$ cat config.mk
export PLATFORM = sky130hd
export DESIGN_NAME = rv_core
export DESIGN_NICKNAME = d
export VERILOG_FILES = /design/src/source/rv_pkg.sv /design/src/source/rv_core.sv /design/src/source/rv_decode.sv /design/src/source/rv_execute.sv /design/src/source/rv_fetch.sv /design/src/source/rv_regfile.sv /design/src/source/rv_stage_reg.sv
export VERILOG_INCLUDE_DIRS = /design/src /design/src/source
export SDC_FILE = /design/constraint.sdc
export NUM_CORES = 2
export LEC_CHECK = 0
export BUFFER_PORTS_ARGS = -buffer_cell sky130_fd_sc_hd__buf_2
export CAP_MARGIN = 20
export CORE_MARGIN = 8
export CORE_UTILIZATION = 51
export CTS_CLUSTER_SIZE = 24
export DETAILED_ROUTE_END_ITERATION = 12
export PLACE_DENSITY = 0.67
export SLEW_MARGIN = 25
export SYNTH_ARGS = -nofsm -noshare
export SYNTH_HDL_FRONTEND = slang
export SYNTH_SLANG_ARGS = --single-unit
$ cat constraint.sdc
create_clock -name clk -period 8.1 [get_ports clk]
set_input_delay 1.62 -clock clk [delete_from_list [all_inputs] [get_ports clk]]
set_output_delay 1.62 -clock clk [all_outputs]
set_load 0.02 [all_outputs]
$ cat src/source/rv_params.svh
`ifndef RV_PARAMS_SVH
`define RV_PARAMS_SVH

// datapath widths
`define RV_XLEN         32
`define RV_REG_ADDR_W   5

// addi x0, x0, 0
`define RV_NOP_INST     32'h0000_0013

// major opcodes
`define OP_LUI          7'b0110111
`define OP_OPI          7'b0010011
`define OP_OP           7'b0110011

// funct3, shared by register and immediate forms
`define FUNCT3_ADD_SUB  3'b000
`define FUNCT3_SLL      3'b001
`define FUNCT3_XOR      3'b100
`define FUNCT3_SRL_SRA  3'b101
`define FUNCT3_OR       3'b110
`define FUNCT3_AND      3'b111

// funct7, alternate form selects sub and sra
`define FUNCT7_BASE     7'b0000000
`define FUNCT7_ALT      7'b0100000

`endif

$ cat src/source/rv_pkg.sv
`default_nettype none
`include "rv_params.svh"

package rv_pkg;

	typedef enum logic [3:0] {
		ALU_NOP,
		ALU_ADD,
		ALU_SUB,
		ALU_AND,
		ALU_OR,
		ALU_XOR,
		ALU_SLL,
		ALU_SRL,
		ALU_SRA
	} alu_op_e;

	typedef enum logic [1:0] {
		RES_NOP,
		RES_LOGIC,
		RES_SHIFT,
		RES_ARITH
	} res_sel_e;

	// fetch to decode
	typedef struct packed {
		logic                      valid;
		logic [`RV_XLEN-1:0]       pc;
		logic [`RV_XLEN-1:0]       inst;
	} fetch_t;

	// decode to execute, operands already resolved
	typedef struct packed {
		logic                      valid;
		logic                      illegal;
		alu_op_e                   alu_op;
		res_sel_e                  res_sel;
		logic [`RV_XLEN-1:0]       op1;
		logic [`RV_XLEN-1:0]       op2;
		logic                      we;
		logic [`RV_REG_ADDR_W-1:0] waddr;
	} dec_t;

	// result on its way to the register file
	typedef struct packed {
		logic                      valid;
		logic                      illegal;
		logic                      we;
		logic [`RV_REG_ADDR_W-1:0] waddr;
		logic [`RV_XLEN-1:0]       wdata;
	} wb_t;

endpackage

`default_nettype wire

$ cat src/source/rv_core.sv
`timescale 1ns/1ps
`default_nettype none
`include "rv_params.svh"

module rv_core
	import rv_pkg::*;
(
	input  wire                       clk,
	input  wire                       rst,
	input  wire [`RV_XLEN-1:0]        inst_i,
	output logic [`RV_XLEN-1:0]       inst_addr_o,
	output logic                      wb_en_o,
	output logic [`RV_REG_ADDR_W-1:0] wb_addr_o,
	output logic [`RV_XLEN-1:0]       wb_data_o,
	output logic                      wb_illegal_o
);

	fetch_t                    if_id;
	dec_t                      id_d;
	dec_t                      id_ex;
	wb_t                       ex_res;
	wb_t                       ex_mem;
	wb_t                       mem_wb;

	logic                      rs1_en;
	logic                      rs2_en;
	logic [`RV_REG_ADDR_W-1:0] rs1_addr;
	logic [`RV_REG_ADDR_W-1:0] rs2_addr;
	logic [`RV_XLEN-1:0]       rs1_data;
	logic [`RV_XLEN-1:0]       rs2_data;

	rv_fetch fetch_inst (
		.clk         (clk),
		.rst         (rst),
		.inst_i      (inst_i),
		.inst_addr_o (inst_addr_o),
		.fetch_o     (if_id)
	);

	rv_decode decode_inst (
		.fetch_i    (if_id),
		.rs1_en_o   (rs1_en),
		.rs2_en_o   (rs2_en),
		.rs1_addr_o (rs1_addr),
		.rs2_addr_o (rs2_addr),
		.rs1_data_i (rs1_data),
		.rs2_data_i (rs2_data),
		.ex_fwd_i   (ex_res),
		.mem_fwd_i  (ex_mem),
		.dec_o      (id_d)
	);

	rv_regfile regfile_inst (
		.clk        (clk),
		.rst        (rst),
		.rs1_addr_i (rs1_addr),
		.rs2_addr_i (rs2_addr),
		.rs1_en_i   (rs1_en),
		.rs2_en_i   (rs2_en),
		.rs1_data_o (rs1_data),
		.rs2_data_o (rs2_data),
		.wb_i       (mem_wb)
	);

	rv_stage_reg #(.payload_t(dec_t)) id_ex_reg (
		.clk (clk),
		.rst (rst),
		.d_i (id_d),
		.q_o (id_ex)
	);

	rv_execute execute_inst (
		.dec_i (id_ex),
		.res_o (ex_res)
	);

	rv_stage_reg #(.payload_t(wb_t)) ex_mem_reg (
		.clk (clk),
		.rst (rst),
		.d_i (ex_res),
		.q_o (ex_mem)
	);

	// memory stage only passes results along
	rv_stage_reg #(.payload_t(wb_t)) mem_wb_reg (
		.clk (clk),
		.rst (rst),
		.d_i (ex_mem),
		.q_o (mem_wb)
	);

	assign wb_en_o      = mem_wb.we;
	assign wb_addr_o    = mem_wb.waddr;
	assign wb_data_o    = mem_wb.wdata;
	assign wb_illegal_o = mem_wb.illegal;

endmodule

`default_nettype wire

$ cat src/source/rv_decode.sv
`timescale 1ns/1ps
`default_nettype none
`include "rv_params.svh"

module rv_decode
	import rv_pkg::*;
(
	input  fetch_t                    fetch_i,

	output logic                      rs1_en_o,
	output logic                      rs2_en_o,
	output logic [`RV_REG_ADDR_W-1:0] rs1_addr_o,
	output logic [`RV_REG_ADDR_W-1:0] rs2_addr_o,
	input  wire [`RV_XLEN-1:0]        rs1_data_i,
	input  wire [`RV_XLEN-1:0]        rs2_data_i,

	input  wb_t                       ex_fwd_i,
	input  wb_t                       mem_fwd_i,

	output dec_t                      dec_o
);

	logic [6:0]                opcode;
	logic [`RV_REG_ADDR_W-1:0] rd;
	logic [2:0]                funct3;
	logic [`RV_REG_ADDR_W-1:0] rs1;
	logic [`RV_REG_ADDR_W-1:0] rs2;
	logic [6:0]                funct7;
	logic                      base7;
	logic                      alt7;
	logic [`RV_XLEN-1:0]       imm_i;
	logic [`RV_XLEN-1:0]       imm_u;
	logic [`RV_XLEN-1:0]       imm_sh;

	logic                      legal;
	logic                      we;
	alu_op_e                   alu_op;
	res_sel_e                  res_sel;
	logic [`RV_XLEN-1:0]       imm;

	assign opcode = fetch_i.inst[6:0];
	assign rd     = fetch_i.inst[11:7];
	assign funct3 = fetch_i.inst[14:12];
	assign rs1    = fetch_i.inst[19:15];
	assign rs2    = fetch_i.inst[24:20];
	assign funct7 = fetch_i.inst[31:25];
	assign base7  = (funct7 == `FUNCT7_BASE);
	assign alt7   = (funct7 == `FUNCT7_ALT);

	assign imm_i  = {{(`RV_XLEN-12){fetch_i.inst[31]}}, fetch_i.inst[31:20]};
	assign imm_u  = {fetch_i.inst[31:12], 12'h000};
	// shift amount sits in the rs2 field
	assign imm_sh = {{(`RV_XLEN-`RV_REG_ADDR_W){1'b0}}, rs2};

	always_comb
	begin
		alu_op     = ALU_NOP;
		res_sel    = RES_NOP;
		rs1_en_o   = 1'b0;
		rs2_en_o   = 1'b0;
		rs1_addr_o = rs1;
		rs2_addr_o = rs2;
		imm        = '0;
		legal      = 1'b0;

		case (opcode)
			`OP_LUI:
			begin
				// or with x0
				alu_op     = ALU_OR;
				res_sel    = RES_LOGIC;
				rs1_en_o   = 1'b1;
				rs1_addr_o = '0;
				imm        = imm_u;
				legal      = 1'b1;
			end

			`OP_OPI:
			begin
				rs1_en_o = 1'b1;
				imm      = imm_i;
				case (funct3)
					`FUNCT3_ADD_SUB:
					begin
						alu_op  = ALU_ADD;
						res_sel = RES_ARITH;
						legal   = 1'b1;
					end
					`FUNCT3_XOR:
					begin
						alu_op  = ALU_XOR;
						res_sel = RES_LOGIC;
						legal   = 1'b1;
					end
					`FUNCT3_OR:
					begin
						alu_op  = ALU_OR;
						res_sel = RES_LOGIC;
						legal   = 1'b1;
					end
					`FUNCT3_AND:
					begin
						alu_op  = ALU_AND;
						res_sel = RES_LOGIC;
						legal   = 1'b1;
					end
					`FUNCT3_SLL:
					begin
						alu_op  = ALU_SLL;
						res_sel = RES_SHIFT;
						imm     = imm_sh;
						legal   = base7;
					end
					`FUNCT3_SRL_SRA:
					begin
						alu_op  = alt7 ? ALU_SRA : ALU_SRL;
						res_sel = RES_SHIFT;
						imm     = imm_sh;
						legal   = base7 || alt7;
					end
					default:
					begin
						legal = 1'b0;
					end
				endcase
			end

			`OP_OP:
			begin
				rs1_en_o = 1'b1;
				rs2_en_o = 1'b1;
				case (funct3)
					`FUNCT3_ADD_SUB:
					begin
						alu_op  = alt7 ? ALU_SUB : ALU_ADD;
						res_sel = RES_ARITH;
						legal   = base7 || alt7;
					end
					`FUNCT3_SLL:
					begin
						alu_op  = ALU_SLL;
						res_sel = RES_SHIFT;
						legal   = base7;
					end
					`FUNCT3_SRL_SRA:
					begin
						alu_op  = alt7 ? ALU_SRA : ALU_SRL;
						res_sel = RES_SHIFT;
						legal   = base7 || alt7;
					end
					`FUNCT3_XOR:
					begin
						alu_op  = ALU_XOR;
						res_sel = RES_LOGIC;
						legal   = base7;
					end
					`FUNCT3_OR:
					begin
						alu_op  = ALU_OR;
						res_sel = RES_LOGIC;
						legal   = base7;
					end
					`FUNCT3_AND:
					begin
						alu_op  = ALU_AND;
						res_sel = RES_LOGIC;
						legal   = base7;
					end
					default:
					begin
						legal = 1'b0;
					end
				endcase
			end

			default:
			begin
				legal = 1'b0;
			end
		endcase

		// no x0 writes, so forwarding never matches x0
		we = legal && (rd != '0);

		// bubble: no reads, no write
		if (!(fetch_i.valid && legal))
		begin
			alu_op   = ALU_NOP;
			res_sel  = RES_NOP;
			rs1_en_o = 1'b0;
			rs2_en_o = 1'b0;
			we       = 1'b0;
		end
	end

	// execute first, then memory, then register file
	function automatic logic [`RV_XLEN-1:0] pick_operand(
		input logic                      en,
		input logic [`RV_REG_ADDR_W-1:0] addr,
		input logic [`RV_XLEN-1:0]       rf_data,
		input logic [`RV_XLEN-1:0]       imm_val
	);
		if (!en)
			return imm_val;
		else if (ex_fwd_i.we && ex_fwd_i.waddr == addr)
			return ex_fwd_i.wdata;
		else if (mem_fwd_i.we && mem_fwd_i.waddr == addr)
			return mem_fwd_i.wdata;
		else
			return rf_data;
	endfunction

	always_comb
	begin
		dec_o.valid   = fetch_i.valid;
		dec_o.illegal = fetch_i.valid && !legal;
		dec_o.alu_op  = alu_op;
		dec_o.res_sel = res_sel;
		dec_o.op1     = pick_operand(rs1_en_o, rs1_addr_o, rs1_data_i, imm);
		dec_o.op2     = pick_operand(rs2_en_o, rs2_addr_o, rs2_data_i, imm);
		dec_o.we      = we;
		dec_o.waddr   = rd;
	end

endmodule

`default_nettype wire

$ cat src/source/rv_execute.sv
`timescale 1ns/1ps
`default_nettype none
`include "rv_params.svh"

module rv_execute
	import rv_pkg::*;
(
	input  dec_t dec_i,
	output wb_t  res_o
);

	logic [`RV_XLEN-1:0]       arith_res;
	logic [`RV_XLEN-1:0]       logic_res;
	logic [`RV_XLEN-1:0]       shift_res;
	logic [`RV_REG_ADDR_W-1:0] shamt;

	assign shamt = dec_i.op2[`RV_REG_ADDR_W-1:0];

	assign arith_res = (dec_i.alu_op == ALU_SUB) ? dec_i.op1 - dec_i.op2
	                                              : dec_i.op1 + dec_i.op2;

	always_comb
	begin
		case (dec_i.alu_op)
			ALU_AND: logic_res = dec_i.op1 & dec_i.op2;
			ALU_OR:  logic_res = dec_i.op1 | dec_i.op2;
			ALU_XOR: logic_res = dec_i.op1 ^ dec_i.op2;
			default: logic_res = '0;
		endcase
	end

	always_comb
	begin
		case (dec_i.alu_op)
			ALU_SLL: shift_res = dec_i.op1 << shamt;
			ALU_SRL: shift_res = dec_i.op1 >> shamt;
			// sign fill
			ALU_SRA: shift_res = $signed(dec_i.op1) >>> shamt;
			default: shift_res = '0;
		endcase
	end

	always_comb
	begin
		res_o.valid   = dec_i.valid;
		res_o.illegal = dec_i.illegal;
		res_o.we      = dec_i.we;
		res_o.waddr   = dec_i.waddr;
		case (dec_i.res_sel)
			RES_LOGIC: res_o.wdata = logic_res;
			RES_SHIFT: res_o.wdata = shift_res;
			RES_ARITH: res_o.wdata = arith_res;
			default:   res_o.wdata = '0;
		endcase
	end

endmodule

`default_nettype wire

$ cat src/source/rv_fetch.sv
`timescale 1ns/1ps
`default_nettype none
`include "rv_params.svh"

module rv_fetch
	import rv_pkg::*;
(
	input  wire                clk,
	input  wire                rst,
	input  wire [`RV_XLEN-1:0] inst_i,
	output logic [`RV_XLEN-1:0] inst_addr_o,
	output fetch_t             fetch_o
);

	logic [`RV_XLEN-1:0] pc_q;
	// address whose word arrives on inst_i this cycle
	logic [`RV_XLEN-1:0] issued_pc_q;
	logic                issued_q;

	always_ff @(posedge clk)
	begin
		if (rst)
		begin
			pc_q          <= '0;
			issued_pc_q   <= '0;
			issued_q      <= 1'b0;
			fetch_o.valid <= 1'b0;
			fetch_o.pc    <= '0;
			fetch_o.inst  <= `RV_NOP_INST;
		end
		else
		begin
			pc_q          <= pc_q + `RV_XLEN'd4;
			issued_pc_q   <= pc_q;
			issued_q      <= 1'b1;
			fetch_o.valid <= issued_q;
			fetch_o.pc    <= issued_pc_q;
			fetch_o.inst  <= inst_i;
		end
	end

	assign inst_addr_o = pc_q;

endmodule

`default_nettype wire

$ cat src/source/rv_regfile.sv
`timescale 1ns/1ps
`default_nettype none
`include "rv_params.svh"

module rv_regfile
	import rv_pkg::*;
(
	input  wire                       clk,
	input  wire                       rst,
	input  wire [`RV_REG_ADDR_W-1:0]  rs1_addr_i,
	input  wire [`RV_REG_ADDR_W-1:0]  rs2_addr_i,
	input  wire                       rs1_en_i,
	input  wire                       rs2_en_i,
	output logic [`RV_XLEN-1:0]       rs1_data_o,
	output logic [`RV_XLEN-1:0]       rs2_data_o,
	input  wb_t                       wb_i
);

	logic [`RV_XLEN-1:0] regs [32];

	// x0 is never written and keeps its reset zero
	always_ff @(posedge clk)
	begin
		if (rst)
		begin
			for (int i = 0; i < 32; i++)
				regs[i] <= '0;
		end
		else if (wb_i.we)
		begin
			regs[wb_i.waddr] <= wb_i.wdata;
		end
	end

	function automatic logic [`RV_XLEN-1:0] read_port(
		input logic                      en,
		input logic [`RV_REG_ADDR_W-1:0] addr
	);
		if (!en)
			return '0;
		else if (wb_i.we && wb_i.waddr == addr)
			return wb_i.wdata;
		else
			return regs[addr];
	endfunction

	always_comb
	begin
		rs1_data_o = read_port(rs1_en_i, rs1_addr_i);
		rs2_data_o = read_port(rs2_en_i, rs2_addr_i);
	end

endmodule

`default_nettype wire

$ cat src/source/rv_stage_reg.sv
`timescale 1ns/1ps
`default_nettype none

module rv_stage_reg #(
	parameter type payload_t = logic
) (
	input  wire      clk,
	input  wire      rst,
	input  payload_t d_i,
	output payload_t q_o
);

	// all zeros is an invalid bubble
	always_ff @(posedge clk)
	begin
		if (rst)
		begin
			q_o <= '0;
		end
		else
		begin
			q_o <= d_i;
		end
	end

endmodule

`default_nettype wire

# Yosys cells after proc, flatten, opt, wreduce, memory -nomap -nowiden
# Memories as Yosys holds them, arrays and structs flattened. A register that Yosys moved wholly into a read port is not among the register bits.
# Index checks and enable logic that the tools add are counted.
# word_totals
register_bits	221
mem_bits_rw	1024
output_inout_bits	71
memories	1
# classes
addsub	3
n_eq_ne	25
n_shift	3
mux	39
bitwise_logic	4
reduce_logical	23
# memory_table
memory	depth	width	read_ports	rd_clocked_by_memory_dff	write_ports	line_no	text
regfile_inst.regs	32	32	2	1	32	rv_regfile.sv:19	logic [`RV_XLEN-1:0] regs [32];
# op_table
cell	n
2-to-1 mux 32 bit	11
one-hot mux 32 bit (3 select lines)	3
one-hot mux 32 bit (2 select lines)	1
one-hot mux 4 bit (6 select lines)	2
adder 32 x 3 -> 32 bit (second input constant)	1
adder 32 bit	1
AND 32 bit	1
bitwise OR 32 bit	1
OR reduction 32 bit	1
left shift 32 x 5 -> 32 bit	1
>> shifter 32 x 5 -> 32 bit	1
>>> shifter 32 x 5 -> 32 bit	1
subtractor 32 bit	1
XOR 32 bit	1
== test 5 bit	6
== test 7 x 6 -> 1 bit (second input constant)	3
== test 4 x 3 -> 1 bit (second input constant)	4
2-to-1 mux 5 bit	3
== test 3 bit (second input constant)	4
one-hot mux 4 bit (3 select lines)	1
2-to-1 mux 1 bit	11
logical AND 1 bit	9
== test 4 x 2 -> 1 bit (second input constant)	2
OR reduction 2 bit	4
other kinds (19)	23

# Longest topological paths before layout
# depth
depth_word	8
depth_mapped	23

# Hierarchy
# From an unflattened synthesis, not the netlist that was laid out.
# hier_totals
hier_cells	6225
area_unflattened_um2	75474.9
# modules_own_cells
mod	instances	cells_each	area_per_inst_um2	seq_area_each_um2
rv_regfile	1	4024	56073.8	30749.5
rv_execute	1	1101	7971.4	0.0
rv_fetch	1	354	3881.2	2482.4
rv_decode	1	414	3131.8	0.0
rv_stage_reg at ex_mem_reg ...	2	84	1156.1	800.8
rv_stage_reg at id_ex_reg	1	164	2104.5	1561.5

# Worst setup path after synthesis
# Ideal clock, no wire load.
# synth_timing
path_type	input to register
start	input rst
end	memory regfile_inst.regs[20][0] in the netlist's numbering, enable pin
arrival_ps	5079
required_ps	7634
slack_ps	2555
stages	8
n_path_buf	4
path_cell_list	clkbuf_1 > inv_1 > nand2_1 > or3_1 > clkbuf_1 > clkbuf_1 > clkbuf_1 > o21ai_0
# synth_lines
element	line_no	text
start, declared	rv_core.sv:9	input wire rst,
end, declared	rv_regfile.sv:19	

# Final worst setup path
# layout_timing
start	register id_ex_reg.q_o[10] in the netlist's numbering
end	register id_ex_reg.q_o[29] in the netlist's numbering
# layout_via
elab_chain_len	5
# layout_rtl
element	line_no	text
start, declared	rv_stage_reg.sv:10	output payload_t q_o
start signal, assigned	rv_stage_reg.sv:22	q_o <= d_i;
adder 32 bit, or another cell as far along	rv_execute.sv:20	: dec_i.op1 + dec_i.op2;
2-to-1 mux 32 bit / one-hot mux 32 bit (3 select lines) (equally long branches)	rv_execute.sv:19, rv_execute.sv:34	
one-hot mux 32 bit (3 select lines) (*)	rv_execute.sv:49	case (dec_i.res_sel)
2-to-1 mux 32 bit (*)	rv_decode.sv:205	else if (ex_fwd_i.we && ex_fwd_i.waddr == addr)
2-to-1 mux 32 bit (*)	rv_decode.sv:203	if (!en)
# Mark *: on every way between the ends. The rest lies on a longest branch, timed or not.
# A chain may end at the register's enable or synchronous reset.

==> impl_results.md <==
* Critical path endpoint category: register
* CTS max path bufs at 3
* Post-Syn Instances at 6231
* Final min period at 5.72 ns
* Critical Path RT at 8.78 ns
* Ratio of final minimum period to clock period at 0.706
* Pwr dens at 192 mW/mm^2
* Flop pwr share at 0.469
* Critical R2R Launch: id_ex_reg.q_o[10]
* Root buffer cell: clkbuf_16
* Worst setup path start: id_ex_reg.q_o[10]
* CORE AREA at 0.141 sq mm
* Synth unique cells at 104
* Worst skew pair latency at 0.81 ns
* Synth Cell Area at 0.0723 sq mm
* DP HPWL at 193000 um
* Vias in the first global route at 55600
* Inserted Clock Buffers at 138
* Relative slew slack at 0.185
* TritonCTS clock tree: yes
* Register area at 0.0352 sq mm
* Critical Path Fanout Max at 31
* Initial Util at 0.512
* P_sw at 4070 uW
* Area of the multi-input gates at 0.0351 sq mm
* Final Non-Filler Cells at 8114
* Most frequent cells in the layout: edfxtp_1 (1024), and2_1 (986), nand2_1 (492)
* Share of synthesized registers carrying an async set or reset at 0
* GPL Wtd Cong at 1.03
* Die Wd at 393 um
* Setup bufs post-CTS at 0
* Seq/Total Area, Yosys at 0.486
* Drt total wl at 304000 um
* Quantity of hold-fixing buffers added after cts at 0
* Clock slew seen by the registers of the worst setup and hold paths at 0.06 ns
* First-pass GRT wire length at 421000 um
* Routed len/inst at 37.4 um
* Comb pwr share at 0.117
* FF-to-FF path depth at 17
* RR Endpoint: id_ex_reg.q_o[29]
* Die height at 393 um
* Max-Cap Viols at 0
* Cell Int Power at 11300 uW
* Avg Cell Area, Syn at 11.6 sq um
* Final setup violating endpoints at 0
* Share of cells above drive strength 1 at 0.185
* Post_cts resized at 0
* Grt ovf at 0
* Crit path kind: reg2reg
* H-tree depth at 4
* Final Hold Vio Count at 0
* Fill cells at 11600
* Leakage at 0.0284 uW
* DP Cell Count at 7854
* Clock sink count at 1243
* Worst path cell trace: buf_4 > nor2_1 > nand4_1 > nand2b_1 > nand3b_1 > nand2b_1 > o31ai_1 > xnor2_1 > ha_1 > and2_1 > nor2_1 > a21oi_1 > o22ai_1 > a211oi_1 > o311ai_0 > a21oi_1 > o21ai_0
* Worst-Margin Slew at 1.21 ns
* Drt pass-1 iters at 8
* Tightest Hold Check Type: reg2reg
* Nets at 6238
* Area Overhead vs Synth at 10.7%
* Peak VDD IR at 0.175 mV
* Via count at 58500
* Row count at 138
* Die area at 0.154 sq mm
* Leading cell type in the layout, fill and taps excluded: edfxtp_1
* Iter 0 DRT Violations at 9377
* Worst Path Arrival at 6.39 ns
* Worst Setup EP: id_ex_reg.q_o[29]
* Max Slew Vio Count at 0
* Fin Setup TNS at 0 ns
* Status: finished, final reports clean
* Initial antenna violation count at 19
* Post-route ant nets at 0
* CP startpoint kind: register
* Reg-to-reg slack, setup at 2.38 ns
* Port Buffers at 102
* Net Sw Frac at 0.265
* DRC at 0
* Vias/cell at 7.21
* RSZ-0062 raised after global routing: no
* Slowest-stage cell, CP: a211oi_1
* Largest net degree at the start of global routing at 80
* Max stage delay on crit path at 0.91 ns
* Worst Skew at 0.0269 ns
* Clock power share at 0.414
* Fmax at 175 MHz
* Total global routing track utilization at 0.384
* Io pins at 105
* Ys flop type: edfxtp_1
* Yosys reg bits at 1243
* Post-synth EDFFs at 1024
* Yosys warns at 0
cells in the mapped netlist, types with 49 or more instances:
cell      instances  area (sq um)
a211oi_1         52           390
ha_1             98          1230
buf_2           115           576
o21ai_0         204          1020
mux4_2          416          9370
nor2b_1         100           626
xnor2_1          56           490
buf_1            49           184
dfxtp_1         219          4380
and2_1          986          6170
nor2_1          259           972
edfxtp_1       1024         30700
o221ai_1        125          1090
nand2_1         494          1850
nand4_1          51           319
nor3_1          111           556
mux2i_1         252          2520
a21oi_1         231          1160
nand3_1         126           631
clkbuf_1        415          1560
o22ai_1          57           357
a31oi_1          77           482
inv_1            86           323
worst min path at each step:
stage	from	cells past startpoint	slack, ns	endpoint
final	fetch_inst.issued_q	1	0.44	fetch_inst.fetch_o[64]
after global routing	fetch_inst.issued_q	1	0.45	fetch_inst.fetch_o[64]
after CTS	fetch_inst.issued_q	1	0.44	fetch_inst.fetch_o[64]
after detailed placement	fetch_inst.issued_q	1	0.43	fetch_inst.fetch_o[64]
after global placement	id_ex_reg.q_o[76]	1	0.42	ex_mem_reg.q_o[38]
after floorplan	id_ex_reg.q_o[76]	1	0.41	ex_mem_reg.q_o[38]
power by group through the flow:
stage	combinational (uW)	clock [uW]	sequential, uW
2_1_floorplan	1080	0	7270
3_3_place_gp	1720	0	7330
3_5_place_dp	1720	0	7330
4_1_cts	1730	6350	7200
5_1_grt	1840	6610	7220
6_report	1810	6360	7210
critical path: cells and delay by family, from the launching register on:
kind                       cells  cell delay (ns)
DFF                            1             0.29
and+or+nand+nor                7             1.77
AOI/OAI and AO/OA              7             2.71
buffers and inverters          1             0.24
adders and majority gates      1             0.41
xor gates and xnor gates       1             0.17
per-layer routing:
layer	routed length [um]	share of wire	GRT usage	vias up
met5	71	0.00023	0	-
met1	102000	0.34	0.464	28800
li1	-	-	-	23200
met2	132000	0.44	0.575	5074
met4	26800	0.088	0.270	10
met3	42900	0.14	0.132	1326
state kept, by name, indices dropped and copies added (netlist names):
register,cells
regfile_inst.regs,1024
id_ex_reg.q_o,77
fetch_inst.fetch_o,33
ex_mem_reg.q_o,39
fetch_inst.inst_addr_o,30
fetch_inst.issued_q,1
mem_wb_reg.q_o,39
cell families after synthesis:
logic type,after synthesis,share of synthesized area
buffers and inverters,690,0.0397
XOR/XNOR,87,0.0105
AND/OR/NAND/NOR,2289,0.170
adder cells (fa/ha/maj),99,0.0172
multiplexers,706,0.171
AO/OA/AOI/OAI,1116,0.106
flip-flops,1243,0.486
other,1,0.0000519
final cells by class:
class / instances / area share
diodes: 13 / 0.000406
clock buffers: 192 / 0.0488
clock inverters: 54 / 0.00730
inverters: 89 / 0.00421
multi-input cells: 4299 / 0.439
flip-flops and latches: 1243 / 0.439
well taps: 1890 / 0.0295
repair buffers: 334 / 0.0315
per-stage QoR:
| step | util | power, uW | setup WS, ns | hold WS, ns | cell area (sq um) |
|---|---|---|---|---|---|
| 2_1_floorplan | - | 8340 | 2.55 | 0.414 | 72300 |
| 3_3_place_gp | 0.533 | 9040 | 2.52 | 0.424 | 75200 |
| 3_5_place_dp | 0.535 | 9050 | 2.49 | 0.425 | 75500 |
| 4_1_cts | 0.567 | 15300 | 2.47 | 0.439 | 79900 |
| 5_1_grt | 0.567 | 15700 | 2.18 | 0.452 | 80000 |
| 6_report | 0.567 | 15400 | 2.38 | 0.437 | 80000 |
Note: power is estimated with default switching activity, not from simulation.
